<file path="config.mk">
export PLATFORM = sky130hd
export DESIGN_NAME = sb_rx_fpga
export DESIGN_NICKNAME = d
export VERILOG_FILES = /design/src/hdl/sb_pkg.sv /design/src/hdl/axi_reader.sv /design/src/hdl/axi_writer.sv /design/src/hdl/memory_fault.sv /design/src/hdl/sb_rx_fpga.sv
export SDC_FILE = /design/constraint.sdc
export NUM_CORES = 1
export LEC_CHECK = 0
export BUFFER_PORTS_ARGS = -buffer_cell sky130_fd_sc_hd__buf_2
export CAP_MARGIN = 20
export CORE_AREA = 2 2 662 664
export DETAILED_ROUTE_END_ITERATION = 8
export DIE_AREA = 0 0 664 666
export PLACE_DENSITY = 0.33
export SKIP_CTS_REPAIR_TIMING = 1
export SLEW_MARGIN = 5
export SYNTH_ARGS = -nofsm -noshare
export SYNTH_HDL_FRONTEND = slang
export SYNTH_SLANG_ARGS = --single-unit
</file>
<file path="constraint.sdc">
create_clock -name clk -period 14.05 [get_ports clk]
set_input_delay 0 -clock clk [delete_from_list [all_inputs] [get_ports clk]]
set_output_delay 0 -clock clk [all_outputs]
set_load 0.01 [all_outputs]
</file>
<file path="src/hdl/sb_pkg.sv">
`default_nettype none

package sb_pkg;

    // ##############################
    // bus widths

    localparam int addr_w = 64;
    localparam int data_w = 512;
    localparam int strb_w = 64;    // one bit per byte lane

    // ##############################
    // queue layout in shared memory

    localparam logic [addr_w-1:0] head_offset   = 64'd0;      // producer owns this word
    localparam logic [addr_w-1:0] tail_offset   = 64'd64;     // consumer owns this word
    localparam logic [addr_w-1:0] packet_offset = 64'd128;    // slot 0
    localparam logic [addr_w-1:0] packet_size   = 64'd64;     // one bus word per slot

    // ##############################
    // axi channel payloads

    typedef struct packed {
        logic [15:0]       id;
        logic [addr_w-1:0] addr;
        logic [7:0]        len;
        logic [2:0]        size;
    } axi_ar_t;

    typedef struct packed {
        logic [15:0]       id;
        logic [data_w-1:0] data;
        logic [1:0]        resp;
        logic              last;
    } axi_r_t;

    typedef struct packed {
        logic [15:0]       id;
        logic [addr_w-1:0] addr;
        logic [7:0]        len;
        logic [2:0]        size;
    } axi_aw_t;

    typedef struct packed {
        logic [data_w-1:0] data;
        logic [strb_w-1:0] strb;
        logic              last;
    } axi_w_t;

    typedef struct packed {
        logic [15:0] id;
        logic [1:0]  resp;
    } axi_b_t;

    // ##############################
    // queue config and stream packet

    typedef struct packed {
        logic [addr_w-1:0] base_addr;
        logic [31:0]       capacity;     // in slots
    } queue_cfg_t;

    typedef struct packed {
        logic [255:0] data;
        logic [31:0]  dest;
        logic         last;
    } sb_pkt_t;

    // one memory word, read either as an index or as a packet slot
    typedef struct packed {
        logic [479:0] pad;
        logic [31:0]  index;
    } mem_index_t;

    typedef struct packed {
        logic [191:0] pad_hi;
        logic [255:0] data;
        logic [30:0]  pad_lo;
        logic         last;
        logic [31:0]  dest;
    } mem_packet_t;

    typedef union packed {
        mem_index_t  idx;
        mem_packet_t pkt;
    } mem_word_u;

endpackage

`default_nettype wire

</file>
<file path="src/hdl/axi_reader.sv">
`timescale 1ns/1ps
`default_nettype none

module axi_reader (
    input  logic                      clk,
    input  logic                      reset,
    input  logic                      req,
    input  logic [sb_pkg::addr_w-1:0] addr,
    output logic                      done,
    output sb_pkg::mem_word_u         data,
    output sb_pkg::axi_ar_t           ar,
    output logic                      arvalid,
    input  logic                      arready,
    input  sb_pkg::axi_r_t            r,
    input  logic                      rvalid,
    output logic                      rready
);

    typedef enum logic [1:0] {
        s_idle,
        s_addr,
        s_data,
        s_done
    } rd_state_t;

    rd_state_t                 state;
    logic [sb_pkg::addr_w-1:0] addr_q;

    always_ff @(posedge clk) begin
        if (reset) begin
            state <= s_idle;
        end else begin
            case (state)
                s_idle: begin
                    if (req) begin
                        state <= s_addr;
                    end
                end
                s_addr: begin
                    if (arready) begin
                        state <= s_data;
                    end
                end
                s_data: begin
                    if (rvalid) begin
                        state <= s_done;
                    end
                end
                default: state <= s_idle;    // s_done lasts one cycle
            endcase
        end
    end

    always_ff @(posedge clk) begin
        if (state == s_idle && req) begin
            addr_q <= addr;
        end
        if (state == s_data && rvalid) begin
            data <= r.data;
        end
    end

    assign ar.id   = '0;
    assign ar.addr = addr_q;
    assign ar.len  = 8'd0;    // single beat
    assign ar.size = 3'd6;    // 64 bytes

    assign arvalid = (state == s_addr);
    assign rready  = 1'b1;
    assign done    = (state == s_done);

endmodule

`default_nettype wire

</file>
<file path="src/hdl/axi_writer.sv">
`timescale 1ns/1ps
`default_nettype none

module axi_writer (
    input  logic                      clk,
    input  logic                      reset,
    input  logic                      req,
    input  logic [sb_pkg::addr_w-1:0] addr,
    input  logic [sb_pkg::strb_w-1:0] strb,
    input  logic [sb_pkg::data_w-1:0] data,
    output logic                      done,
    output sb_pkg::axi_aw_t           aw,
    output logic                      awvalid,
    input  logic                      awready,
    output sb_pkg::axi_w_t            w,
    output logic                      wvalid,
    input  logic                      wready,
    input  sb_pkg::axi_b_t            b,
    input  logic                      bvalid,
    output logic                      bready
);

    typedef enum logic [1:0] {
        s_idle,
        s_send,
        s_resp,
        s_done
    } wr_state_t;

    wr_state_t                 state;
    logic                      aw_pend;
    logic                      w_pend;
    logic                      aw_left;
    logic                      w_left;
    logic [sb_pkg::addr_w-1:0] addr_q;
    logic [sb_pkg::strb_w-1:0] strb_q;
    logic [sb_pkg::data_w-1:0] data_q;

    // still waiting after this cycle
    assign aw_left = aw_pend && !awready;
    assign w_left  = w_pend && !wready;

    always_ff @(posedge clk) begin
        if (reset) begin
            state   <= s_idle;
            aw_pend <= 1'b0;
            w_pend  <= 1'b0;
        end else begin
            case (state)
                s_idle: begin
                    if (req) begin
                        state   <= s_send;
                        aw_pend <= 1'b1;
                        w_pend  <= 1'b1;
                    end
                end
                s_send: begin
                    aw_pend <= aw_left;
                    w_pend  <= w_left;
                    if (!aw_left && !w_left) begin
                        state <= s_resp;
                    end
                end
                s_resp: begin
                    if (bvalid && b.id == '0) begin    // only id 0 is ever issued
                        state <= s_done;
                    end
                end
                default: state <= s_idle;
            endcase
        end
    end

    always_ff @(posedge clk) begin
        if (state == s_idle && req) begin
            addr_q <= addr;
            strb_q <= strb;
            data_q <= data;
        end
    end

    assign aw.id   = '0;
    assign aw.addr = addr_q;
    assign aw.len  = 8'd0;
    assign aw.size = 3'd6;    // 64 bytes
    assign w.data  = data_q;
    assign w.strb  = strb_q;
    assign w.last  = 1'b1;

    assign awvalid = aw_pend;
    assign wvalid  = w_pend;
    assign bready  = 1'b1;
    assign done    = (state == s_done);

endmodule

`default_nettype wire

</file>
<file path="src/hdl/memory_fault.sv">
`timescale 1ns/1ps
`default_nettype none

module memory_fault (
    input  logic                      clk,
    input  logic                      reset,
    input  logic                      valid_in,
    input  logic [sb_pkg::addr_w-1:0] addr,
    input  logic [sb_pkg::addr_w-1:0] base,
    input  logic [sb_pkg::addr_w-1:0] length,
    output logic                      valid_out,
    output logic                      fault,
    output logic [sb_pkg::addr_w-1:0] fault_addr
);

    logic [sb_pkg::addr_w-1:0] limit;
    logic                      legal;

    assign limit = base + length;    // first byte past the region
    assign legal = (addr >= base) && (addr < limit);

    // request only reaches the bus when it is in range
    assign valid_out = valid_in && legal;

    // ##############################
    // sticky fault record

    always_ff @(posedge clk) begin
        if (reset) begin
            fault      <= 1'b0;
            fault_addr <= '0;
        end else if (valid_in && !legal && !fault) begin
            fault      <= 1'b1;
            fault_addr <= addr;    // keep the first offender
        end
    end

endmodule

`default_nettype wire

</file>
<file path="src/hdl/sb_rx_fpga.sv">
`timescale 1ns/1ps
`default_nettype none

module sb_rx_fpga (
    input  logic               clk,
    input  logic               reset,
    input  logic               en,
    input  sb_pkg::queue_cfg_t cfg,

    output sb_pkg::sb_pkt_t    pkt,
    output logic               valid,
    input  logic               ready,

    output logic               status_idle,

    output sb_pkg::axi_ar_t    ar,
    output logic               arvalid,
    input  logic               arready,
    input  sb_pkg::axi_r_t     r,
    input  logic               rvalid,
    output logic               rready,

    output sb_pkg::axi_aw_t    aw,
    output logic               awvalid,
    input  logic               awready,
    output sb_pkg::axi_w_t     w,
    output logic               wvalid,
    input  logic               wready,
    input  sb_pkg::axi_b_t     b,
    input  logic               bvalid,
    output logic               bready
);

    typedef enum logic [2:0] {
        st_idle,
        st_rd_tail,
        st_rd_head,
        st_rd_pkt,
        st_wr_tail,
        st_fault
    } state_t;

    state_t                    state;
    state_t                    state_next;

    logic                      rd_req;
    logic                      rd_done;
    logic [sb_pkg::addr_w-1:0] rd_addr;
    sb_pkg::mem_word_u         rd_data;
    logic                      idx_req;
    logic                      pkt_req;
    logic                      pkt_req_ok;

    logic                      wr_req;
    logic                      wr_req_ok;
    logic                      wr_done;
    sb_pkg::mem_word_u         wr_word;

    logic                      wr_fault;
    logic                      rd_fault;
    logic                      fault;

    logic [31:0]               head;
    logic [31:0]               tail;
    logic [31:0]               head_next;
    logic [31:0]               tail_next;
    logic [31:0]               tail_incr;
    logic                      empty;

    logic [sb_pkg::addr_w-1:0] head_addr;
    logic [sb_pkg::addr_w-1:0] tail_addr;
    logic [sb_pkg::addr_w-1:0] pkt_addr;
    logic [sb_pkg::addr_w-1:0] region_len;

    // ##############################
    // queue FSM

    always_comb begin
        state_next = state;
        case (state)
            st_idle: begin
                if (en && !valid) begin    // hold off while a packet is still out
                    state_next = st_rd_tail;
                end
            end
            st_rd_tail: begin
                if (rd_done) begin
                    if (!en) begin
                        state_next = st_idle;
                    end else if (empty) begin
                        state_next = st_rd_head;
                    end else begin
                        state_next = st_rd_pkt;
                    end
                end
            end
            st_rd_head: begin
                if (rd_done) begin
                    if (!en) begin
                        state_next = st_idle;
                    end else if (!empty) begin
                        state_next = st_rd_pkt;
                    end    // still empty, poll again
                end
            end
            st_rd_pkt: begin
                if (rd_done) begin
                    state_next = st_wr_tail;    // tail write always follows
                end
            end
            st_wr_tail: begin
                if (wr_done) begin
                    state_next = st_idle;
                end
            end
            st_fault: state_next = st_fault;
            default:  state_next = st_idle;
        endcase
    end

    always_ff @(posedge clk) begin
        if (reset) begin
            state <= st_idle;
        end else if (fault) begin
            state <= st_fault;
        end else begin
            state <= state_next;
        end
    end

    // ##############################
    // head and tail tracking

    assign head_next = (state == st_rd_head && rd_done) ? rd_data.idx.index : head;
    assign tail_next = (state == st_rd_tail && rd_done) ? rd_data.idx.index : tail;
    assign empty     = (head_next == tail_next);

    always_ff @(posedge clk) begin
        if (reset) begin
            head <= 32'd0;
            tail <= 32'd0;
        end else begin
            head <= head_next;
            tail <= tail_next;
        end
    end

    assign tail_incr = (tail + 32'd1 == cfg.capacity) ? 32'd0 : tail + 32'd1;

    // addresses
    assign head_addr  = cfg.base_addr + sb_pkg::head_offset;
    assign tail_addr  = cfg.base_addr + sb_pkg::tail_offset;
    assign pkt_addr   = cfg.base_addr + sb_pkg::packet_offset + {32'd0, tail} * sb_pkg::packet_size;
    assign region_len = {32'd0, cfg.capacity} * sb_pkg::packet_size + sb_pkg::packet_offset;

    // ##############################
    // memory access

    assign idx_req = (state == st_rd_tail) || (state == st_rd_head);
    assign pkt_req = (state == st_rd_pkt);
    assign rd_req  = idx_req || pkt_req_ok;
    assign wr_req  = (state == st_wr_tail);
    assign fault   = wr_fault || rd_fault;

    always_comb begin
        case (state)
            st_rd_head: rd_addr = head_addr;
            st_rd_pkt:  rd_addr = pkt_addr;
            default:    rd_addr = tail_addr;
        endcase
    end

    always_comb begin
        wr_word           = '0;
        wr_word.idx.index = tail_incr;
    end

    memory_fault u_rd_check (
        .clk        (clk),
        .reset      (reset),
        .valid_in   (pkt_req),
        .addr       (pkt_addr),
        .base       (cfg.base_addr),
        .length     (region_len),
        .valid_out  (pkt_req_ok),
        .fault      (rd_fault),
        .fault_addr ()
    );

    memory_fault u_wr_check (
        .clk        (clk),
        .reset      (reset),
        .valid_in   (wr_req),
        .addr       (tail_addr),
        .base       (cfg.base_addr),
        .length     (region_len),
        .valid_out  (wr_req_ok),
        .fault      (wr_fault),
        .fault_addr ()
    );

    axi_reader u_reader (
        .clk     (clk),
        .reset   (reset),
        .req     (rd_req),
        .addr    (rd_addr),
        .done    (rd_done),
        .data    (rd_data),
        .ar      (ar),
        .arvalid (arvalid),
        .arready (arready),
        .r       (r),
        .rvalid  (rvalid),
        .rready  (rready)
    );

    axi_writer u_writer (
        .clk     (clk),
        .reset   (reset),
        .req     (wr_req_ok),
        .addr    (tail_addr),
        .strb    (64'h0000_0000_0000_00ff),    // low 8 bytes only
        .data    (wr_word),
        .done    (wr_done),
        .aw      (aw),
        .awvalid (awvalid),
        .awready (awready),
        .w       (w),
        .wvalid  (wvalid),
        .wready  (wready),
        .b       (b),
        .bvalid  (bvalid),
        .bready  (bready)
    );

    // ##############################
    // stream output

    // valid is always low on entry to st_rd_pkt, so nothing is overwritten
    always_ff @(posedge clk) begin
        if (reset) begin
            valid <= 1'b0;
        end else if (state == st_rd_pkt && rd_done) begin
            valid <= 1'b1;
        end else if (valid && ready) begin
            valid <= 1'b0;
        end
    end

    always_ff @(posedge clk) begin
        if (state == st_rd_pkt && rd_done) begin
            pkt.data <= rd_data.pkt.data;
            pkt.dest <= rd_data.pkt.dest;
            pkt.last <= rd_data.pkt.last;
        end
    end

    assign status_idle = (state == st_idle);

endmodule

`default_nettype wire

</file>
==> results of run 1 <==
==> cell families after synthesis <==
logic type      after synthesis  synth area share
buf+inv                     871             0.125
simple gates                860            0.0921
flops                       814             0.532
compound gates              729             0.103
fa+ha+maj                   324            0.0913
xor+xnor                    265            0.0521
mux                          19           0.00444
other cells                   2          0.000169
==> path summary, 6_finish.rpt <==
check,to,depth (start not counted),from,slack [ns]
max,u_reader.addr_q[39],33,tail[2],4.29
min,u_reader.addr_q[8],3,cfg[40],-0.04
max reg2reg,u_reader.addr_q[39],33,tail[2],4.29
min reg2reg,pkt[136],0,u_reader.data[167],0.37
==> state kept, by name, summed over array words and instances, names as in the netlist, 3 cells and up <==
name	flops
head	32
u_reader.data	289
u_writer.data_q	32
tail	32
state	3
u_reader.addr_q	64
u_writer.addr_q	64
pkt	289
==> stage by stage <==
| step | utilization | total power, uW | std cells | hold WS [ns] | setup slack, ns |
|---|---|---|---|---|---|
| finish | 0.144 | 6690 | 11179 | -0.0437 | 4.29 |
| global route | 0.144 | 7020 | 11170 | -0.00452 | 3.63 |
| CTS | 0.131 | 6710 | 10618 | -0.707 | 4.06 |
| global placement | 0.123 | 3900 | 10437 | 0.178 | 4.09 |
| detailed placement | 0.123 | 3890 | 10437 | 0.178 | 4.15 |
| floorplan | - | 3610 | 4483 | 0.0989 | 1.55 |
==> area by class of cell <==
| type | count | area [um2] | area share |
|---|---|---|---|
| flip-flops and latches | 814 | 23700 | 0.378 |
| multi-input cells | 2798 | 17600 | 0.282 |
| repair buffers | 1443 | 10000 | 0.160 |
| well taps | 5757 | 7200 | 0.115 |
| clock buffers | 115 | 2550 | 0.0407 |
| clock inverters | 66 | 827 | 0.0132 |
| inverters | 156 | 593 | 0.00947 |
| diodes | 30 | 75.1 | 0.00120 |
==> layer usage <==
layer  global-route usage  share of wire
met5                    0        0.00062
met4               0.0377          0.041
met2                0.202           0.57
met3               0.0284          0.069
met1               0.0913           0.32
==> synth_stat cells, drive strengths merged, types with 20 or more instances <==
cell / n
nor2b: 20
a21o: 72
a211oi: 36
nand3: 71
nor4: 25
nand4: 50
clkbuf: 88
ha: 320
nor2: 218
a21oi: 256
nand2b: 24
a31oi: 32
o22ai: 50
xor2: 110
dfxtp: 76
nor3: 63
xnor2: 155
nand2: 288
and3: 26
buf: 627
edfxtp: 738
inv: 155
o211ai: 29
o21ai: 118
==> tightest hold or removal path, cell delays in order <==
cell      delay (ns)
buf_2           0.22
o211ai_1        0.10
o21ai_0         0.19
==> layout by cell type (no fill, tap or decap), types with 19 or more instances in the layout <==
| master | instances |
|---|---|
| inv_1 | 153 |
| edfxtp_1 | 738 |
| xor2_1 | 110 |
| and3_1 | 25 |
| nand2b_1 | 24 |
| dlygate4sd3_1 | 530 |
| a21oi_1 | 254 |
| xnor2_1 | 155 |
| buf_2 | 863 |
| o21ai_0 | 116 |
| a31oi_1 | 32 |
| diode_2 | 30 |
| nand4_1 | 50 |
| o211ai_1 | 29 |
| buf_4 | 48 |
| a211oi_1 | 35 |
| conb_1 | 601 |
| dfxtp_1 | 75 |
| nand3_1 | 67 |
| ha_1 | 320 |
| nand2_1 | 285 |
| a21o_1 | 72 |
| nor2_1 | 214 |
| o21a_1 | 19 |
| nor3_1 | 59 |
| clkbuf_16 | 99 |
| nor4_1 | 24 |
| o22ai_1 | 50 |
==> where the power goes <==
| part | total [uW] | switching [uW] | internal [uW] | leakage [uW] |
|---|---|---|---|---|
| Sequential | 2880 | 75.8 | 2810 | 0.00729 |
| Clock | 2730 | 1190 | 1540 | 0.00161 |
| Combinational | 1080 | 679 | 398 | 0.0150 |
| Total | 6690 | 1950 | 4740 | 0.0239 |
==> summary.md, run 1 <==
| Metric | Value |
|---|---|
| Highest clock rate | 102 MHz |
| Worst EP required | 14.37 ns |
| Width of the die | 664 um |
| Drt via density | 3.06 |
| Crit end category | register |
| Filler instances | 49.3k |
| Main flop type after synthesis | edfxtp_1 |
| Avg Inst Size Synth | 11.5 um2 |
| Post-synth top area cell | edfxtp_1 |
| CTS tree | yes |
| H-tree depth | 3 |
| Largest stage delay, worst path | 0.71 ns |
| Async set-or-reset flop fraction in the synthesized netlist | 0 |
| Synth Cell Area | 44500 um2 |
| Worst setup path category | register to register |
| Worst path bufs/invs | 5 |
| Root Buffer | clkbuf_16 |
| CORE AREA | 436000 um2 |
| Syn Inst Count | 3884 |
| I/O pins | 1709 |
| Pleak | 0.0239 uW |
| Remaining DRCs | 0 |
| Worst IR Drop VDD | 88.5 uV |
| Failing checks | hold timing |
| Yosys reg bits | 814 |
| Synth warnings | 0 |
| Status | finished with violations |
| Clk slew on worst S/H paths | 0.06 ns |
| Post-route ant nets | 0 |
| Clock period minus final worst setup slack | 9.76 ns |
| Crit path DAT | 10.07 ns |
| First-pass iteration count of the detailed router | 5 |
| Final Cycle Share | 0.694 |
| # clock sinks | 814 |
| Area Growth Syn to Fin | 40.6% |
| Vias in the first global route | 30.7k |
| Cell family with most CP delay | compound AO/OA/AOI/OAI gates |
| Pwr dens | 107 nW/um2 |
| Final setup violation count | 0 |
| Final Hold Vio Count | 2 |
| NumNets Final | 6286 |
| CP max stage cell | o41ai_2 |
| Fin Hold WS | -0.0437 ns |
| Dpl hpwl | 195 mm |
| First-pass GRT wire length | 295 mm |
| Cell row count | 243 |
| Post-synthesis sequential area ratio | 0.532 |
| Slew Limit Headroom | 0.244 |
| First DRT Iteration DRCs | 2051 |
| Dpl cell area | 53800 um2 |
| Largest cells by area after synthesis | edfxtp_1, buf_4, ha_1, dfxtp_1, xnor2_1 |
| Crit-path max FO | 60 |
| Inserted Clock Buffers | 97 |
| Remaining Overflow, GRT | 0 |
| Initial Utilization | 0.102 |
| Setup tns final | 0 ns |
| Synth top area share | 0.498 |
| Worst slew pin tran | 1.13 ns |
| Layout cell share with drive strength beyond 1 | 0.207 |
| Distinct cell type count after synthesis | 88 |
| Avg WL per Cell | 21.0 um |
| Design area | 62600 um2 |
| Largest net degree at the start of global routing | 137 |
| CTS max path bufs | 3 |
| Fin. max-slew vios | 0 |
| Vias | 34.2k |
| Placer Congestion | 0.863 |
| Startpoint Class | register |
| Clock skew | 0.0536 ns |
| Die ar. | 442000 um2 |
| Post-Route WL | 234 mm |
| GRT Util Overall | 0.0994 |
| Quantity of I/O buffers inserted on ports | 863 |
| RSZ-0062 raised after global routing | no |
| Number of flops mapped to enable cells by yosys | 738 |
| Initial antenna violation count | 97 |
| Worst-skew pair later-pin latency | 0.75 ns |
| Die Y | 666 um |
| Min-delay worst type | input port to register |
| Max Cap Viol | 0 |
Power figures use the tool's default switching activity.
==> run 2: changes to the inputs <==
==> constraint.sdc (replaced) <==
create_clock -name clk -period 8.6 [get_ports clk]
set_input_delay 0 -clock clk [delete_from_list [all_inputs] [get_ports clk]]
set_output_delay 0 -clock clk [all_outputs]
set_load 0.01 [all_outputs]
==> summary.md, run 2 (synthesis results as in run 1) <==
| Metric | Value |
|---|---|
| Commonest non-fill, non-tap cell in the layout | buf_2 (unchanged) |
| Clock period minus final worst setup slack | 8.12 ns (was 9.76 ns) |
| Vias | 34.9k (was 34.2k) |
| Pwr dens | 171 nW/um2 (was 107 nW/um2) |
| Clock skew | 0.0890 ns (was 0.0536 ns) |
| Top flop regs | pkt: 289 flops, u_reader.data: 289 flops (unchanged) |
| Reg power frac | 0.434 (was 0.431) |
| Worst reg-to-reg path cell count | 33 (unchanged) |
| CP max stage cell | a31oi_1 (was o41ai_2) |
| Post-route ant nets | 0 (unchanged) |
| First-pass GRT wire length | 290 mm (was 295 mm) |
| Drt via density | 3.08 (was 3.06) |
| # clock sinks | 814 (unchanged) |
| First-pass iteration count of the detailed router | 6 (was 5) |
| NumNets Final | 6427 (was 6286) |
| Worst EP required | 9.10 ns (was 14.37 ns) |
| Final setup violation count | 0 (unchanged) |
| RR Endpoint | u_reader.addr_q[10] (was u_reader.addr_q[39]) |
| Failing checks | hold timing (unchanged) |
| Inserted Clock Buffers | 103 (was 97) |
| Filler instances | 49.2k (was 49.3k) |
| Combined area of the multi-input logic cells | 17600 um2 (about the same) |
| Fin Hold WS | -0.0277 ns (was -0.0437 ns) |
| Setup tns final | 0 ns (unchanged) |
| Status | finished with violations (unchanged) |
| Post-route non-filler standard cell count | 11.3k (was 11.2k) |
| Commonest cells after routing, fill and taps aside | buf_2, edfxtp_1, dlygate4sd3_1 (was buf_2, edfxtp_1, conb_1) |
| H-tree depth | 3 (unchanged) |
| CTS tree | yes (unchanged) |
| Root Buffer | clkbuf_16 (unchanged) |
| RSZ-0062 raised after global routing | no (unchanged) |
| P_sw | 3090 uW (was 1950 uW) |
| CTS max path bufs | 4 (was 3) |
| Fin. max-slew vios | 0 (unchanged) |
| Clk slew on worst S/H paths | 0.06 ns (about the same) |
| Design area | 63800 um2 (was 62600 um2) |
| Placer Congestion | 0.866 (was 0.863) |
| Worst reg2reg startpoint | tail[2] (unchanged) |
| Startpoint Class | register (unchanged) |
| Dpl cells | 10.5k (was 10.4k) |
| Worst setup path category | register to register (unchanged) |
| Crit end category | register (unchanged) |
| Remaining Overflow, GRT | 0 (unchanged) |
| Slew Limit Headroom | 0.281 (was 0.244) |
| Max Cap Viol | 0 (unchanged) |
| Avg WL per Cell | 20.3 um (was 21.0 um) |
| Remaining DRCs | 0 (unchanged) |
| Die Y | 666 um (unchanged) |
| I/O pins | 1709 (unchanged) |
| Die ar. | 442000 um2 (unchanged) |
| Int Pwr | 7810 uW (was 4740 uW) |
| Vias in the first global route | 31.3k (was 30.7k) |
| Width of the die | 664 um (unchanged) |
| Sw Share | 0.284 (was 0.291) |
| Dpl hpwl | 192 mm (was 195 mm) |
| CORE AREA | 436000 um2 (unchanged) |
| Seq. cell area | 23700 um2 (unchanged) |
| Initial Utilization | 0.102 (unchanged) |
| Initial antenna violation count | 103 (was 97) |
| Pleak | 0.0245 uW (was 0.0239 uW) |
| Largest net degree at the start of global routing | 82 (was 137) |
| Dpl cell area | 54100 um2 (was 53800 um2) |
| CP startpoint | tail[2] (unchanged) |
| Layout cell share with drive strength beyond 1 | 0.206 (was 0.207) |
| Worst-skew pair later-pin latency | 0.86 ns (was 0.75 ns) |
| Worst slew pin tran | 1.07 ns (was 1.13 ns) |
| Post-Route WL | 229 mm (was 234 mm) |
| Min-delay worst type | input port to register (unchanged) |
| Area Growth Syn to Fin | 43.4% (was 40.6%) |
| Highest clock rate | 123 MHz (was 102 MHz) |
| Final Hold Vio Count | 1 (was 2) |
| Clock share of power | 0.399 (was 0.408) |
| First DRT Iteration DRCs | 2237 (was 2051) |
| Cell depth of the worst hold path | 4 (was 3) |
| Crit-path max FO | 36 (was 60) |
| Worst IR Drop VDD | 160 uV (was 88.5 uV) |
| Crit path DAT | 8.61 ns (was 10.07 ns) |
| Quantity of I/O buffers inserted on ports | 863 (unchanged) |
| Cell row count | 243 (unchanged) |
| Slack of the worst reg-to-reg path | 0.48 ns (was 4.29 ns) |
| Final Cycle Share | 0.944 (was 0.694) |
| Largest stage delay, worst path | 0.43 ns (was 0.71 ns) |
| GRT Util Overall | 0.0970 (was 0.0994) |
| Critical Path End | u_reader.addr_q[10] (was u_reader.addr_q[39]) |
| Comb power frac | 0.167 (was 0.161) |
==> run 2: metal layers <==
metal	track usage	part of all wire	vias up
met5	0	0.0011	-
met4	0.0257	0.030	36
met3	0.0242	0.066	326
met2	0.193	0.55	1600
met1	0.0991	0.35	16865
li1	-	-	16063
==> run 2: area by class of cell <==
type,count,area share
Clock buffer,126,0.0422
Clock inverter,57,0.00935
Timing Repair Buffer,1578,0.178
Antenna cell,35,0.00137
Tap cell,5757,0.113
Inverter,156,0.00929
Sequential cell,814,0.371
Multi-Input combinational cell,2798,0.276
==> run 2: power groups by stage <==
stage / clock network [uW] / logic (uW) / registers, uW
finish: 4350 / 1820 / 4730
global route: 4680 / 2010 / 4750
CTS: 4560 / 1580 / 4760
detailed placement: 0 / 1570 / 4840
global placement: 0 / 1560 / 4830
floorplan: 0 / 1080 / 4810
==> run 2: stage by stage <==
stage                     hold WS (ns)  power (uW)  setup WS, ns   util
after floorplan                 0.0989        5890         0.320      -
after global placement           0.178        6400         0.150  0.124
after detailed placement         0.178        6410         0.431  0.124
after CTS                       -0.799       10900         0.316  0.132
after global routing          -0.00469       11400        0.0139  0.146
final                          -0.0277       10900         0.485  0.146
==> run 2: critical path: cells and delay by family (launching register included) <==
kind,cells,cell delay [ns]
adder cells (fa/ha/maj),4,1.21
flip-flops,1,0.32
AND/OR/NAND/NOR,9,1.40
AO/OA/AOI/OAI,15,4.03
buffers and inverters,5,0.77
==> run 2: how the worst min path moves through the flow <==
stage                 start             endpoint
floorplan              r[3]     u_reader.data[0]
global placement     r[208]   u_reader.data[205]
detailed placement   r[317]   u_reader.data[314]
CTS                  r[121]   u_reader.data[118]
global route         r[230]   u_reader.data[227]
finish              cfg[76]  u_reader.addr_q[44]
==> run 3: changes to the inputs <==
--- a/config.mk
+++ b/config.mk
@@ -10,7 +10,6 @@
 export CORE_AREA = 2 2 662 664
 export DETAILED_ROUTE_END_ITERATION = 8
 export DIE_AREA = 0 0 664 666
-export PLACE_DENSITY = 0.33
 export SKIP_CTS_REPAIR_TIMING = 1
 export SLEW_MARGIN = 5
 export SYNTH_ARGS = -nofsm -noshare
==> summary.md, run 3 (synthesis results as in run 1) <==
| Metric | Value |
|---|---|
| Worst reg-to-reg path cell count | 38 (was 33) |
| Worst reg2reg startpoint | tail[1] (was tail[2]) |
| Quantity of I/O buffers inserted on ports | 863 (unchanged) |
| Startpoint Class | register (unchanged) |
| Critical Path End | u_reader.addr_q[2] (was u_reader.addr_q[10]) |
| Filler instances | 49.0k (was 49.2k) |
| Worst slew pin tran | 1.15 ns (was 1.07 ns) |
| Layout cell share with drive strength beyond 1 | 0.210 (was 0.206) |
| Sw Share | 0.295 (was 0.284) |
| Final Cycle Share | 0.925 (was 0.944) |
| P_sw | 3190 uW (was 3090 uW) |
| Fin Hold WS | 0.00402 ns (was -0.0277 ns) |
| Slack of the worst reg-to-reg path | 0.65 ns (was 0.48 ns) |
| NumNets Final | 6395 (was 6427) |
| CP max stage cell | dfxtp_1 (was a31oi_1) |
| Drt via density | 3.13 (was 3.08) |
| RR Endpoint | u_reader.addr_q[2] (was u_reader.addr_q[10]) |
| Largest stage delay, worst path | 0.44 ns (was 0.43 ns) |
| Worst IR Drop VDD | 128 uV (was 160 uV) |
| # clock sinks | 814 (unchanged) |
| Met1 usage | 0.0965 (was 0.0991) |
| Crit end category | register (unchanged) |
| CTS tree | yes (unchanged) |
| CP startpoint | tail[1] (was tail[2]) |
| Max Cap Viol | 0 (unchanged) |
| RSZ-0062 raised after global routing | no (unchanged) |
| Slew Limit Headroom | 0.215 (was 0.281) |
| Vias in the first global route | 30.7k (was 31.3k) |
| Area Growth Syn to Fin | 42.7% (was 43.4%) |
| Post-Route WL | 248 mm (was 229 mm) |
| Final setup violation count | 0 (unchanged) |
| Pleak | 0.0244 uW (was 0.0245 uW) |
| First DRT Iteration DRCs | 2443 (was 2237) |
| Clock skew | 0.0702 ns (was 0.0890 ns) |
| Die Y | 666 um (unchanged) |
| Inserted Clock Buffers | 103 (unchanged) |
| Comb power frac | 0.177 (was 0.167) |
| Remaining Overflow, GRT | 0 (unchanged) |
| GRT Util Overall | 0.104 (was 0.0970) |
| Global Route met3 Usage | 0.0258 (was 0.0242) |
| Fin. max-slew vios | 0 (unchanged) |
| Final core occ | 0.146 (about the same) |
| Die ar. | 442000 um2 (unchanged) |
| Dpl hpwl | 207 mm (was 192 mm) |
| Final Hold Vio Count | 0 (was 1) |
| Min-delay worst type | input port to register (unchanged) |
| Largest net degree at the start of global routing | 96 (was 82) |
| Pwr dens | 171 nW/um2 (about the same) |
| Power Total | 10800 uW (was 10900 uW) |
| Worst-skew pair later-pin latency | 0.84 ns (was 0.86 ns) |
| Crit path DAT | 8.45 ns (was 8.61 ns) |
| Commonest non-fill, non-tap cell in the layout | buf_2 (unchanged) |
| Worst setup path category | register to register (unchanged) |
| Initial antenna violation count | 184 (was 103) |
| Crit-path max FO | 11 (was 36) |
| First-pass iteration count of the detailed router | 5 (was 6) |
| Cell row count | 243 (unchanged) |
| Placer Congestion | 0.952 (was 0.866) |
| Most Frequent Cell on Critical Path | a21o_1 |
| Top flop regs | pkt: 289 flops, u_reader.data: 289 flops (unchanged) |
| Worst EP required | 9.09 ns (was 9.10 ns) |
| Avg WL per Cell | 21.8 um (was 20.3 um) |
| Global routing usage on met2 | 0.193 (about the same) |
| Highest clock rate | 126 MHz (was 123 MHz) |
| Remaining DRCs | 0 (unchanged) |
| H-tree depth | 3 (unchanged) |
| Status | finished, final reports clean (was finished with violations) |
| GRT busiest layer | met2 (unchanged) |
| Post-route non-filler standard cell count | 11.4k (was 11.3k) |
| CORE AREA | 436000 um2 (unchanged) |
| Post-route ant nets | 0 (unchanged) |
| Clk slew on worst S/H paths | 0.06 ns (about the same) |
| Clock period minus final worst setup slack | 7.95 ns (was 8.12 ns) |
| Commonest cells after routing, fill and taps aside | buf_2, edfxtp_1, conb_1 (was buf_2, edfxtp_1, dlygate4sd3_1) |
| Root Buffer | clkbuf_16 (unchanged) |
| First-pass GRT wire length | 302 mm (was 290 mm) |
| Width of the die | 664 um (unchanged) |
| Initial Utilization | 0.102 (unchanged) |
| I/O pins | 1709 (unchanged) |
| Reg power frac | 0.434 (about the same) |
| Dpl cells | 10.5k (about the same) |
| Setup tns final | 0 ns (unchanged) |
| Vias | 35.5k (was 34.9k) |
| Clock share of power | 0.389 (was 0.399) |
| Int Pwr | 7650 uW (was 7810 uW) |
| CTS max path bufs | 4 (unchanged) |
[run 3: changes by cell type in the layout (fill, tap and decap cells not counted), moves of 3 or more]
cell	previous run	this run
diode_2	35	109
dlygate4sd3_1	630	587
buf_4	76	85
bufinv_16	10	4
clkinv_1	19	13
clkinv_2	11	15
inv_6	5	9
clkbuf_1	20	17
[run 3: metrics by stage]
| step | worst slack (ns) | area, um2 |
|---|---|---|
| after floorplan | 0.320 | 46800 |
| after global placement | 0.508 | 54200 |
| after detailed placement | 0.721 | 54300 |
| after CTS | 0.614 | 57400 |
| after global routing | 0.187 | 63500 |
| final | 0.647 | 63500 |
[run 3: how the worst min path moves through the flow]
| stage | startpoint | cells past startpoint | to |
|---|---|---|---|
| floorplan | r[3] | 0 | u_reader.data[0] |
| global placement | r[34] | 1 | u_reader.data[31] |
| detailed placement | r[234] | 1 | u_reader.data[231] |
| CTS | r[203] | 1 | u_reader.data[200] |
| global route | r[306] | 2 | u_reader.data[303] |
| finish | r[319] | 2 | u_reader.data[316] |
[run 3: routing by layer]
metal	up-vias	part of all wire	wire, um
met1	16954	0.33	82200
li1	16083	-	-
met2	1863	0.52	129000
met5	-	0.00060	149
met4	22	0.084	20900
met3	620	0.062	15300
[run 3: worst max-delay path, delay by kind of cell, from the launching register on]
| family | cells | cell delay, ns |
|---|---|---|
| AO/OA/AOI/OAI | 21 | 4.26 |
| AND/OR/NAND/NOR | 5 | 0.96 |
| buffers and inverters | 8 | 1.00 |
| adder cells (fa/ha/maj) | 4 | 0.91 |
| flip-flops | 1 | 0.44 |
[run 3: cell type report]
| class | count | area (um2) | area share |
|---|---|---|---|
| Tap cell | 5757 | 7200 | 0.113 |
| Clock buffer | 124 | 2720 | 0.0428 |
| Sequential cell | 814 | 23700 | 0.373 |
| Clock inverter | 51 | 407 | 0.00640 |
| Inverter | 156 | 593 | 0.00934 |
| Multi-Input combinational cell | 2798 | 17600 | 0.277 |
| Antenna cell | 109 | 273 | 0.00429 |
| Timing Repair Buffer | 1546 | 11000 | 0.174 |
[run 3: power by group through the flow]
stage,combinational [uW],sequential [uW],clock [uW]
global route,2100,4720,4530
detailed placement,1660,4790,0
floorplan,1080,4810,0
global placement,1660,4780,0
finish,1920,4700,4210
CTS,1670,4710,4390
